## src/ledPkg.sv

```systemverilog
// LED controller shared definitions
package ledPkg;

  // number of driven LEDs
  localparam int ledCount = 4;

  // register map
  localparam int csrAddrBits = 3;
  localparam logic [csrAddrBits-1:0] addrId = 3'd0;
  localparam logic [csrAddrBits-1:0] addrPrescale = 3'd1;
  // control word of LED i lives at addrCtrlBase + i
  localparam logic [csrAddrBits-1:0] addrCtrlBase = 3'd2;

  // control word layout
  localparam int modeLsb = 0;
  localparam int modeBits = 2;
  localparam int paramLsb = 8;
  localparam int paramBits = 6;

  // identity word, block code over zero byte over LED count
  localparam logic [15:0] idBlockCode = 16'h4c45;
  localparam logic [31:0] idValue = {idBlockCode, 8'h00, 8'(ledCount)};

  // prescale word
  localparam int prescaleBits = 10;
  localparam logic [31:0] prescaleMask = 32'((1 << prescaleBits) - 1);
  localparam int minPrescale = 2;

  // only mode and parameter fields are writable
  localparam logic [31:0] ctrlMask = (32'((1 << paramBits) - 1) << paramLsb) |
                                     (32'((1 << modeBits) - 1) << modeLsb);

  // mode codes
  localparam logic [modeBits-1:0] modeOff = 2'd0;
  localparam logic [modeBits-1:0] modeOn = 2'd1;
  localparam logic [modeBits-1:0] modeBlink = 2'd2;
  localparam logic [modeBits-1:0] modeHeartbeat = 2'd3;

  // reset prescale gives roughly a one second period
  localparam int clockHz = 25_000_000;
  localparam int prescaleInit = clockHz / 2_097_152;

  // timebase counter widths
  localparam int phaseBits = 6;
  localparam int intraBits = 8;
  localparam int stepBits = 3;

endpackage

```

## src/ledController.sv

```systemverilog
// LED controller top level
module ledController #(
  parameter int fineBits = 4
) (
  input  logic                              clock,
  input  logic                              rstN,
  input  logic                              csrWrite,
  input  logic                              csrRead,
  input  logic [ledPkg::csrAddrBits-1:0]    csrAddr,
  input  logic [31:0]                       csrWdata,
  output logic [31:0]                       csrRdata,
  output logic [ledPkg::ledCount-1:0]       ledOut
);

  import ledPkg::*;

  // register file outputs
  logic [prescaleBits-1:0] prescale;
  logic [ledCount-1:0][modeBits-1:0] ledMode;
  logic [ledCount-1:0][paramBits-1:0] ledParam;

  // timebase levels
  logic [phaseBits-1:0] phase;
  logic [intraBits-1:0] intra;
  logic [stepBits-1:0] step;
  logic heartbeat;

  // settings
  ledCsr uCsr (
    .clock    (clock),
    .rstN     (rstN),
    .csrWrite (csrWrite),
    .csrRead  (csrRead),
    .csrAddr  (csrAddr),
    .csrWdata (csrWdata),
    .csrRdata (csrRdata),
    .prescale (prescale),
    .ledMode  (ledMode),
    .ledParam (ledParam)
  );

  // shared counters for all LEDs
  ledTimebase #(
    .fineBits (fineBits)
  ) uTimebase (
    .clock     (clock),
    .rstN      (rstN),
    .prescale  (prescale),
    .phase     (phase),
    .intra     (intra),
    .step      (step),
    .heartbeat (heartbeat)
  );

  // output stage
  ledDriver uDriver (
    .clock     (clock),
    .rstN      (rstN),
    .phase     (phase),
    .intra     (intra),
    .step      (step),
    .heartbeat (heartbeat),
    .ledMode   (ledMode),
    .ledParam  (ledParam),
    .ledOut    (ledOut)
  );

endmodule

```

## src/ledCsr.sv

```systemverilog
// LED register file
module ledCsr (
  input  logic                                                clock,
  input  logic                                                rstN,
  input  logic                                                csrWrite,
  input  logic                                                csrRead,
  input  logic [ledPkg::csrAddrBits-1:0]                      csrAddr,
  input  logic [31:0]                                         csrWdata,
  output logic [31:0]                                         csrRdata,
  output logic [ledPkg::prescaleBits-1:0]                     prescale,
  output logic [ledPkg::ledCount-1:0][ledPkg::modeBits-1:0]   ledMode,
  output logic [ledPkg::ledCount-1:0][ledPkg::paramBits-1:0]  ledParam
);

  import ledPkg::*;

  // stored words, already masked on write
  logic [31:0] prescaleQ;
  logic [ledCount-1:0][31:0] ctrlQ;

  // address decode
  logic prescaleHit;
  logic idHit;
  logic [ledCount-1:0] ctrlHit;

  // read mux result before the output register
  logic [31:0] readWord;

  assign idHit = (csrAddr == addrId);
  assign prescaleHit = (csrAddr == addrPrescale);

  for (genvar i = 0; i < ledCount; i++) begin : gCtrl
    // one hit line per control word
    assign ctrlHit[i] = (csrAddr == (addrCtrlBase + csrAddrBits'(i)));

    // field extraction toward the driver
    assign ledMode[i] = ctrlQ[i][modeLsb +: modeBits];
    assign ledParam[i] = ctrlQ[i][paramLsb +: paramBits];
  end

  assign prescale = prescaleQ[prescaleBits-1:0];

  // writable registers
  // identity and unmapped addresses simply never match
  always_ff @(posedge clock or negedge rstN) begin
    if (!rstN) begin
      prescaleQ <= 32'(prescaleInit);
      ctrlQ <= '0;
    end else if (csrWrite) begin
      if (prescaleHit) begin
        prescaleQ <= csrWdata & prescaleMask;
      end
      for (int i = 0; i < ledCount; i++) begin
        if (ctrlHit[i]) begin
          ctrlQ[i] <= csrWdata & ctrlMask;
        end
      end
    end
  end

  // read mux, zero for anything unmapped
  always_comb begin
    readWord = '0;
    if (idHit) begin
      readWord = idValue;
    end else if (prescaleHit) begin
      readWord = prescaleQ;
    end
    for (int i = 0; i < ledCount; i++) begin
      if (ctrlHit[i]) begin
        readWord = ctrlQ[i];
      end
    end
  end

  // read data held until the next read strobe
  always_ff @(posedge clock or negedge rstN) begin
    if (!rstN) begin
      csrRdata <= '0;
    end else if (csrRead) begin
      csrRdata <= readWord;
    end
  end

  // read data only moves right after a read
  rdataStable: assert property (
    @(posedge clock) disable iff (!rstN)
    !$past(csrRead) |-> $stable(csrRdata)
  );

endmodule

```

## src/ledDriver.sv

```systemverilog
// per LED output driver
module ledDriver (
  input  logic                                                clock,
  input  logic                                                rstN,
  input  logic [ledPkg::phaseBits-1:0]                        phase,
  input  logic [ledPkg::intraBits-1:0]                        intra,
  input  logic [ledPkg::stepBits-1:0]                         step,
  input  logic                                                heartbeat,
  input  logic [ledPkg::ledCount-1:0][ledPkg::modeBits-1:0]   ledMode,
  input  logic [ledPkg::ledCount-1:0][ledPkg::paramBits-1:0]  ledParam,
  output logic [ledPkg::ledCount-1:0]                         ledOut
);

  import ledPkg::*;

  // one flop per LED
  always_ff @(posedge clock or negedge rstN) begin
    if (!rstN) begin
      ledOut <= '0;
    end else begin
      for (int i = 0; i < ledCount; i++) begin
        case (ledMode[i])
          // pwm, brightness compared against phase
          modeOn:
            ledOut[i] <= (ledParam[i] >= phase);
          // second half of each step below the blink count
          modeBlink:
            ledOut[i] <= (ledParam[i] > paramBits'(step)) && intra[intraBits-1];
          // heartbeat gated by a coarse 2-bit brightness
          modeHeartbeat:
            ledOut[i] <= heartbeat && (ledParam[i][paramBits-1 -: 2] >= intra[1:0]);
          default:
            ledOut[i] <= 1'b0;
        endcase
      end
    end
  end

  for (genvar i = 0; i < ledCount; i++) begin : gCheck
    // off mode forces the LED dark on the next edge
    offIsDark: assert property (
      @(posedge clock) disable iff (!rstN)
      (ledMode[i] == modeOff) |=> !ledOut[i]
    );
  end

endmodule

```

## src/ledTimebase.sv

```systemverilog
// LED timebase and heartbeat
module ledTimebase #(
  parameter int fineBits = 4
) (
  input  logic                              clock,
  input  logic                              rstN,
  input  logic [ledPkg::prescaleBits-1:0]   prescale,
  output logic [ledPkg::phaseBits-1:0]      phase,
  output logic [ledPkg::intraBits-1:0]      intra,
  output logic [ledPkg::stepBits-1:0]       step,
  output logic                              heartbeat
);

  import ledPkg::*;

  // fine division and phase share one counter
  localparam int fineTop = fineBits + phaseBits;

  logic [prescaleBits-1:0] effPrescale;
  logic [prescaleBits-1:0] preCount;
  logic prescalePulse;
  logic [fineTop-1:0] fineCount;
  logic phaseWrap;
  logic intraWrap;
  // brightness ramp from the upper intra bits
  logic [phaseBits-1:0] rampLevel;

  // clamp tiny prescale values
  assign effPrescale = (prescale < prescaleBits'(minPrescale)) ?
                       prescaleBits'(minPrescale) : prescale;

  // pulse on the last count, >= covers a prescale that shrank mid count
  assign prescalePulse = (preCount >= (effPrescale - 1'b1));

  always_ff @(posedge clock or negedge rstN) begin
    if (!rstN) begin
      preCount <= '0;
    end else if (prescalePulse) begin
      preCount <= '0;
    end else begin
      preCount <= preCount + 1'b1;
    end
  end

  // cascade strobes
  assign phaseWrap = prescalePulse && (&fineCount);
  assign intraWrap = phaseWrap && (&intra);

  // fine bits below, 64 phases on top
  always_ff @(posedge clock or negedge rstN) begin
    if (!rstN) begin
      fineCount <= '0;
    end else if (prescalePulse) begin
      fineCount <= fineCount + 1'b1;
    end
  end

  assign phase = fineCount[fineTop-1 -: phaseBits];

  // intra step and step counters
  always_ff @(posedge clock or negedge rstN) begin
    if (!rstN) begin
      intra <= '0;
      step <= '0;
    end else begin
      if (phaseWrap) begin
        intra <= intra + 1'b1;
      end
      if (intraWrap) begin
        step <= step + 1'b1;
      end
    end
  end

  assign rampLevel = intra[intraBits-1 -: phaseBits];

  // up, down, up, down, then dark for steps 4 to 7
  always_ff @(posedge clock or negedge rstN) begin
    if (!rstN) begin
      heartbeat <= 1'b0;
    end else if (step[2]) begin
      heartbeat <= 1'b0;
    end else if (step[0]) begin
      heartbeat <= (~rampLevel > phase);
    end else begin
      heartbeat <= (rampLevel > phase);
    end
  end

  // min prescale of 2 keeps pulses apart
  pulseIsolated: assert property (
    @(posedge clock) disable iff (!rstN)
    prescalePulse |=> !prescalePulse
  );

  // step only advances out of a full intra sweep
  stepOnWrap: assert property (
    @(posedge clock) disable iff (!rstN)
    $changed(step) |-> ($past(intra) == '1) && (intra == '0)
  );

endmodule

```

## config.mk

```make
export PLATFORM = sky130hd
export DESIGN_NAME = ledController
export DESIGN_NICKNAME = d
export VERILOG_FILES = /design/src/ledPkg.sv /design/src/ledController.sv /design/src/ledCsr.sv /design/src/ledDriver.sv /design/src/ledTimebase.sv
export SDC_FILE = /design/constraint.sdc
export NUM_CORES = 1
export LEC_CHECK = 0
export BUFFER_PORTS_ARGS = -buffer_cell sky130_fd_sc_hd__buf_2
export CORE_MARGIN = 1.5
export CORE_UTILIZATION = 55
export DETAILED_ROUTE_END_ITERATION = 12
export GPL_TIMING_DRIVEN = 0
export PLACE_DENSITY_LB_ADDON = 0.12
export SKIP_LAST_GASP = 1
export SLEW_MARGIN = 20
export SYNTH_ARGS = -nofsm -noshare
export SYNTH_HDL_FRONTEND = slang
export SYNTH_SLANG_ARGS = --single-unit
export TNS_END_PERCENT = 5
```

## constraint.sdc

```tcl
create_clock -name clock -period 4.53 [get_ports clock]
set_input_delay 0.2265 -clock clock [delete_from_list [all_inputs] [get_ports clock]]
set_output_delay 0.2265 -clock clock [all_outputs]
set_load 0.03 [all_outputs]
```

Yosys cells after proc, flatten, opt, wreduce, memory -nomap -nowiden
Index checks and enable logic that the tools add are counted.

storage, ports and cells
  register bits after elaboration = 110
  input bits = 39

operators by class
  order comparisons = 16
  eq/ne operators = 17
  muxes and demuxes = 14
  add/sub/neg operators = 5
  reductions and logical operators = 18
  bitwise gates (word level) = 1

operators with widths
  cell                                                                   number
  32-bit 2-to-1 mux                                                      5
  10-bit 2-to-1 mux                                                      3
  6-bit greater-or-equal comparator                                      4
  6-bit by 3-bit > comparator with 1-bit output                          4
  10-bit by 1-bit adder with 10-bit output, second input constant        2
  2-bit == test, second input constant                                   8
  6-bit > comparator                                                     2
  1-bit case mux with 3 select lines                                     4
  10-bit greater-or-equal comparator                                     1
  1-bit logical AND                                                      10
  10-bit by 2-bit < comparator with 1-bit output, second input constant  1
  10-bit AND reduction                                                   1
  2-bit AND reduction                                                    5
  10-bit by 1-bit subtractor with 10-bit output, second input constant   1
  8-bit by 1-bit adder with 8-bit output, second input constant          1
  2-bit by 1-bit == test with 1-bit output, second input constant        4
  2-bit greater-or-equal comparator                                      4
  8-bit AND reduction                                                    1
  3-bit by 2-bit == test with 1-bit output, second input constant        2
  3-bit == test, second input constant                                   2
  6-bit NOT                                                              1
  3-bit by 1-bit adder with 3-bit output, second input constant          1
  3-bit by 1-bit == test with 1-bit output, second input constant        1
  3-bit logical NOT                                                      1
  1-bit 2-to-1 mux                                                       2

Logic depth before layout (Yosys ltp)
  depth in word-level cells = 7
  depth in mapped cells = 13

Modules after synthesis
A second synthesis with hierarchy kept.

unflattened totals
  cell total of the unflattened synthesis = 553
  area total of the unflattened synthesis = 5,941.9 um2

by module, submodules not included
  module       times used  cells an instance  area an instance (um2)
  ledCsr       1           191                2,616.3
  ledTimebase  1           221                2,170.8
  ledDriver    1           141                1,154.9

Least setup slack after synthesis
Ideal clock, no wire load.

  kind = flip-flop to flip-flop
  start = register uCsr.prescaleQ[4]
  end = register uTimebase.step[1] in the netlist's numbering
  data required time = 4,405 ps
  arrival time = 3,203 ps
  cell stages (with the launch flop) = 13
  slack = 1,202 ps
  cells stage by stage = dfrtp_1 nor4_1 nand2_1 o21ai_0 ha_1 nand3_1 xor2_1 ha_1 nand4_1 a21oi_1 o41ai_4 a2111oi_4 mux2_2

on the way
  word-level cells in the longest chain between the ends = 6

ends and longest elaborated chain
  element                                            RTL line           RTL
  start: declaration                                 ledCsr.sv:18       logic [31:0] prescaleQ;
  start signal: assignment                           ledCsr.sv:47       prescaleQ <= 32'(prescaleInit);
  start signal: assignment                           ledCsr.sv:51       prescaleQ <= csrWdata & prescaleMask;
  10-bit by 2-bit < comparator with 1-bit output     ledTimebase.sv:29  assign effPrescale = (prescale < prescaleBits'(minPrescale)) ?
  10-bit 2-to-1 mux (*)                              ledTimebase.sv:29
  10-bit by 1-bit subtractor with 10-bit output (*)  ledTimebase.sv:33  assign prescalePulse = (preCount >= (effPrescale - 1'b1));
  10-bit greater-or-equal comparator (*)             ledTimebase.sv:33
  1-bit logical AND (*)                              ledTimebase.sv:46  assign phaseWrap = prescalePulse && (&fineCount);
  1-bit logical AND (*)                              ledTimebase.sv:47  assign intraWrap = phaseWrap && (&intra);
  end signal: assignment                             ledTimebase.sv:70  step <= step + 1'b1;
  end: declaration                                   ledTimebase.sv:10  output logic [ledPkg::stepBits-1:0] step,

Mark *: on every way between the ends. The rest lies on a longest branch, timed or not.
A chain may end at the register's enable or synchronous reset.

Worst setup path after layout
  start = register uCsr.prescaleQ[4]
  end = register uTimebase.fineCount[9]

on the way
  word-level cells in the longest chain between the ends = 4

ends and longest elaborated chain
  element                                            RTL line           RTL
  10-bit by 2-bit < comparator with 1-bit output     ledTimebase.sv:29
  10-bit 2-to-1 mux (*)                              ledTimebase.sv:29
  10-bit by 1-bit subtractor with 10-bit output (*)  ledTimebase.sv:33
  10-bit greater-or-equal comparator (*)             ledTimebase.sv:33
  end signal: assignment                             ledTimebase.sv:54  fineCount <= fineCount + 1'b1;
  end: declaration                                   ledTimebase.sv:22  logic [fineTop-1:0] fineCount;

Marks and branches as above.

==> metrics.yaml <==
critical_path:
  cp-start-kind: "flop"
  crit_type: "flop to flop"
  startpoint: "uCsr.prescaleQ[4]$_DFFE_PN0P_"
  cpLargestDelayFamily: "simple AND/OR/NAND/NOR gates"
  r2r_start: "uCsr.prescaleQ[4]$_DFFE_PN0P_"
  reg2regPathDepth: 13
  critPathRequiredTime_ps: 4780
  max_stage_delay_ps: 720
  crit_path_max_fanout: 10
  critPathBufInv: 1
  slowest_stage: "nor4_1"
  rr_endpoint: "uTimebase.fineCount[9]$_DFFE_PN0N_"
  worstPathCellList: "nor4_1 > nand2_1 > o21ai_0 > ha_1 > nand3_1 > xor2_1 > ha_1 > nand2_1 > nor2_1 > a211oi_4 > clkbuf_1 > a211oi_1 > xnor2_1"
  endpoint_kind: "flop"
  crit_arrival_ps: 4280
  r2r_slack_ps: 500
die:
  dieWidth_um: 107
  top_level_ports: 75
  row_count: 37
  start_util: 0.570
  dieArea_mm2: 0.0114
  die_h_um: 107
  fp.coreArea_mm2: 0.0104
yosys:
  ys_warn_count: 0
  async_reset_ff_frac: 1.00
  ys_seq_area_frac: 0.394
  synth-simple-area-share: 0.120
  syn_area_per_cell_um2: 10.4
  synth_fa_ha_area_frac: 0.150
  synth_top_family_by_area: "adder cells"
  synth.mux.area_fraction: 0.107
  syn_area_mm2: 0.00591
  yosys.area_share.xor_xnor: 0.0459
  synth_cell_types: 52
  synth_cells: 567
  synth_compound_area_frac: 0.128
  ys_seq_elements: 93
  synth_edf_count: 0
  synthFlopType: "dfrtp_1"
drt:
  routed_via_density: 5.73
  ant_nets: 0
  wl_per_cell_um: 17.4
  routed_wl_um: 13500
  drc: 0
  route.vias.total: 4439
  first_iter_violations: 228
  firstDrtPassIters: 5
global_route:
  grtUsageTotal: 0.255
  grt-ovfl-total: 0
  grt_pass1_wl_um: 22200
  grtUsageMet1: 0.342
  antenna_found_initial: 0
  grt_max_degree: 50
  met3_usage: 0.0541
  grt_pass1_vias: 4445
  use_met2: 0.405
  grt.busiest_layer: "met2"
clock_network:
  cts_tree: "built"
  clk_latency_ps: 380
  clk_pin_slew_ps: 90
  numCtsBuffers: 9
  cts.htree.levels: 3
  clockRootBuffer: "clkbuf_8"
  cts_buffer_depth: 2
  cts.sinks: 93
pwr:
  power.density_mw_per_mm2: 384
  peakVddDrop_v: 0.000225
  power.leakage_nw: 3.05
hold_path:
  hold_start: "csrWdata[4]"
  min_to: "uCsr.prescaleQ[4]$_DFFE_PN0P_"
  holdPathStages: 2
  hold_path.class: "input port to flop"
finish:
  synthToLayoutAreaGrowth_pct: 11.9
  final_cells: 775
  fillers: 843
  layout-drive-gt1-share: 0.210
  nets: 744
  insertedDiodeCount: 0
placed_design:
  dp_cells: 758
  dp_hpwl_um: 10000
  pre_cts_slack_ps: 433
  gp_congestion: 0.901
  portBuffers: 43
timing:
  period_minus_slack_ps: 4030
  hold_violations: 0
  finClkSkew_ps: 9.24
  fin_setup_tns_ps: 0
  layout_setup_ws_ps: 498
  slew_headroom: 0.462
  worstMarginPinSlew_ps: 799
  drv_slew: 0
  setup_violations: 0
  fmax_ghz: 0.248
  fin_crit_sh: 0.890
  rsz0062_at_grt: "false"
run_status:
  outcome: "finished, final reports clean"
run:
  maxCapViolations: 0
## logic make-up (layout without fill, tap and decap cells)
| kind of cell | Yosys count | after routing |
|---|---|---|
| and+or+nand+nor | 136 | 136 |
| xor gates and xnor gates | 31 | 31 |
| buffers and inverters | 66 | 127 |
| muxes | 58 | 58 |
| DFF | 93 | 93 |
| other | 1 | 12 |
| AOI/OAI and AO/OA | 111 | 111 |
| adders and majority gates | 71 | 71 |
## per-stage QoR
step / hold WS [ps] / cell area [um^2] / util / power (mW)
after floorplan: -69.1 / 5960 / - / 1.68
after global placement: 451 / 6340 / 0.611 / 1.87
after detailed placement: 183 / 6370 / 0.615 / 1.92
after CTS: 66.3 / 6610 / 0.638 / 2.56
after global routing: 67.4 / 6620 / 0.638 / 2.72
final: 73.6 / 6620 / 0.638 / 2.54
## worst max-delay path by stage
stage                     slack [ps]  depth (start not counted)                            endpoint
final                            500                         13  uTimebase.fineCount[9]$_DFFE_PN0N_
after global routing             150                         13  uTimebase.fineCount[2]$_DFFE_PN0N_
after CTS                        370                         13  uTimebase.fineCount[9]$_DFFE_PN0N_
after detailed placement         430                         13  uTimebase.fineCount[2]$_DFFE_PN0N_
after global placement           590                         13  uTimebase.fineCount[2]$_DFFE_PN0N_
after floorplan                 1200                         12       uTimebase.step[1]$_DFFE_PN0P_
## cells in the mapped netlist (all sizes together), types with 2 or more instances
master,instances,area [um^2]
a2111oi,7,80.1
a211oi,11,87.6
a21o,8,60.1
a21oi,16,80.1
a31oi,6,37.5
and2,3,18.8
and3,7,43.8
and3b,2,17.5
buf,22,153
clkbuf,8,30.0
dfrtp,90,2250
dfstp,3,78.8
ha,71,888
inv,35,131
mux2,43,484
mux2i,15,150
nand2,32,120
nand2b,11,68.8
nand3,17,90.1
nand3b,2,15.0
nand4,5,37.5
nor2,30,113
nor2b,6,37.5
nor3,8,40.0
nor4,8,65.1
o21a,9,67.6
o21ai,38,190
o221ai,7,61.3
xnor2,17,149
xor2,14,123
## report_power, final
part           switching, mW  total [mW]  internal [mW]
combinational          0.402       0.747          0.345
sequential             0.177        1.16          0.981
clock                  0.294       0.635          0.342
## layer usage
layer  part of all wire  wire length (um)
met2               0.47              6310
met3              0.048               651
met4              0.025               334
met5                  0                 0
met1               0.46              6210
## state kept, by name, indices dropped and copies added, names as in the netlist
signal               cells
uTimebase.fineCount     10
uTimebase.heartbeat      1
uCsr.ledMode             8
uCsr.csrRdata           15
uCsr.prescaleQ          10
uTimebase.step           3
uDriver.ledOut           4
uTimebase.intra          8
uTimebase.preCount      10
uCsr.ledParam           24
## placed cells by master, fill, tap and decap left out, drive strengths merged, types with 21 or more instances in the layout
cell type	count
buf	66
clkbuf	21
dfrtp	90
ha	71
inv	35
mux2	43
nand2	32
nor2	30
o21ai	38
## repair_timing
| action | 4_1_cts | 5_1_grt |
|---|---|---|
| hold endpoints to repair | 44 | 0 |
| hold buffers | 1 | 0 |
| setup endpoints to repair | 0 | 7 |
| buffers inserted | 0 | 0 |
| resized for setup | 0 | 1 |
## final cells by class
class	instances	area (um^2)	area share
Multi-Input combinational cell	419	3310	0.501
Sequential cell	93	2330	0.352
Timing Repair Buffer	45	259	0.0391
Buffer	30	183	0.0276
Tap cell	136	170	0.0257
Clock buffer	13	159	0.0240
Inverter	36	135	0.0204
Clock inverter	3	67.6	0.0102
No activity file was read; power rests on OpenSTA's default activity.
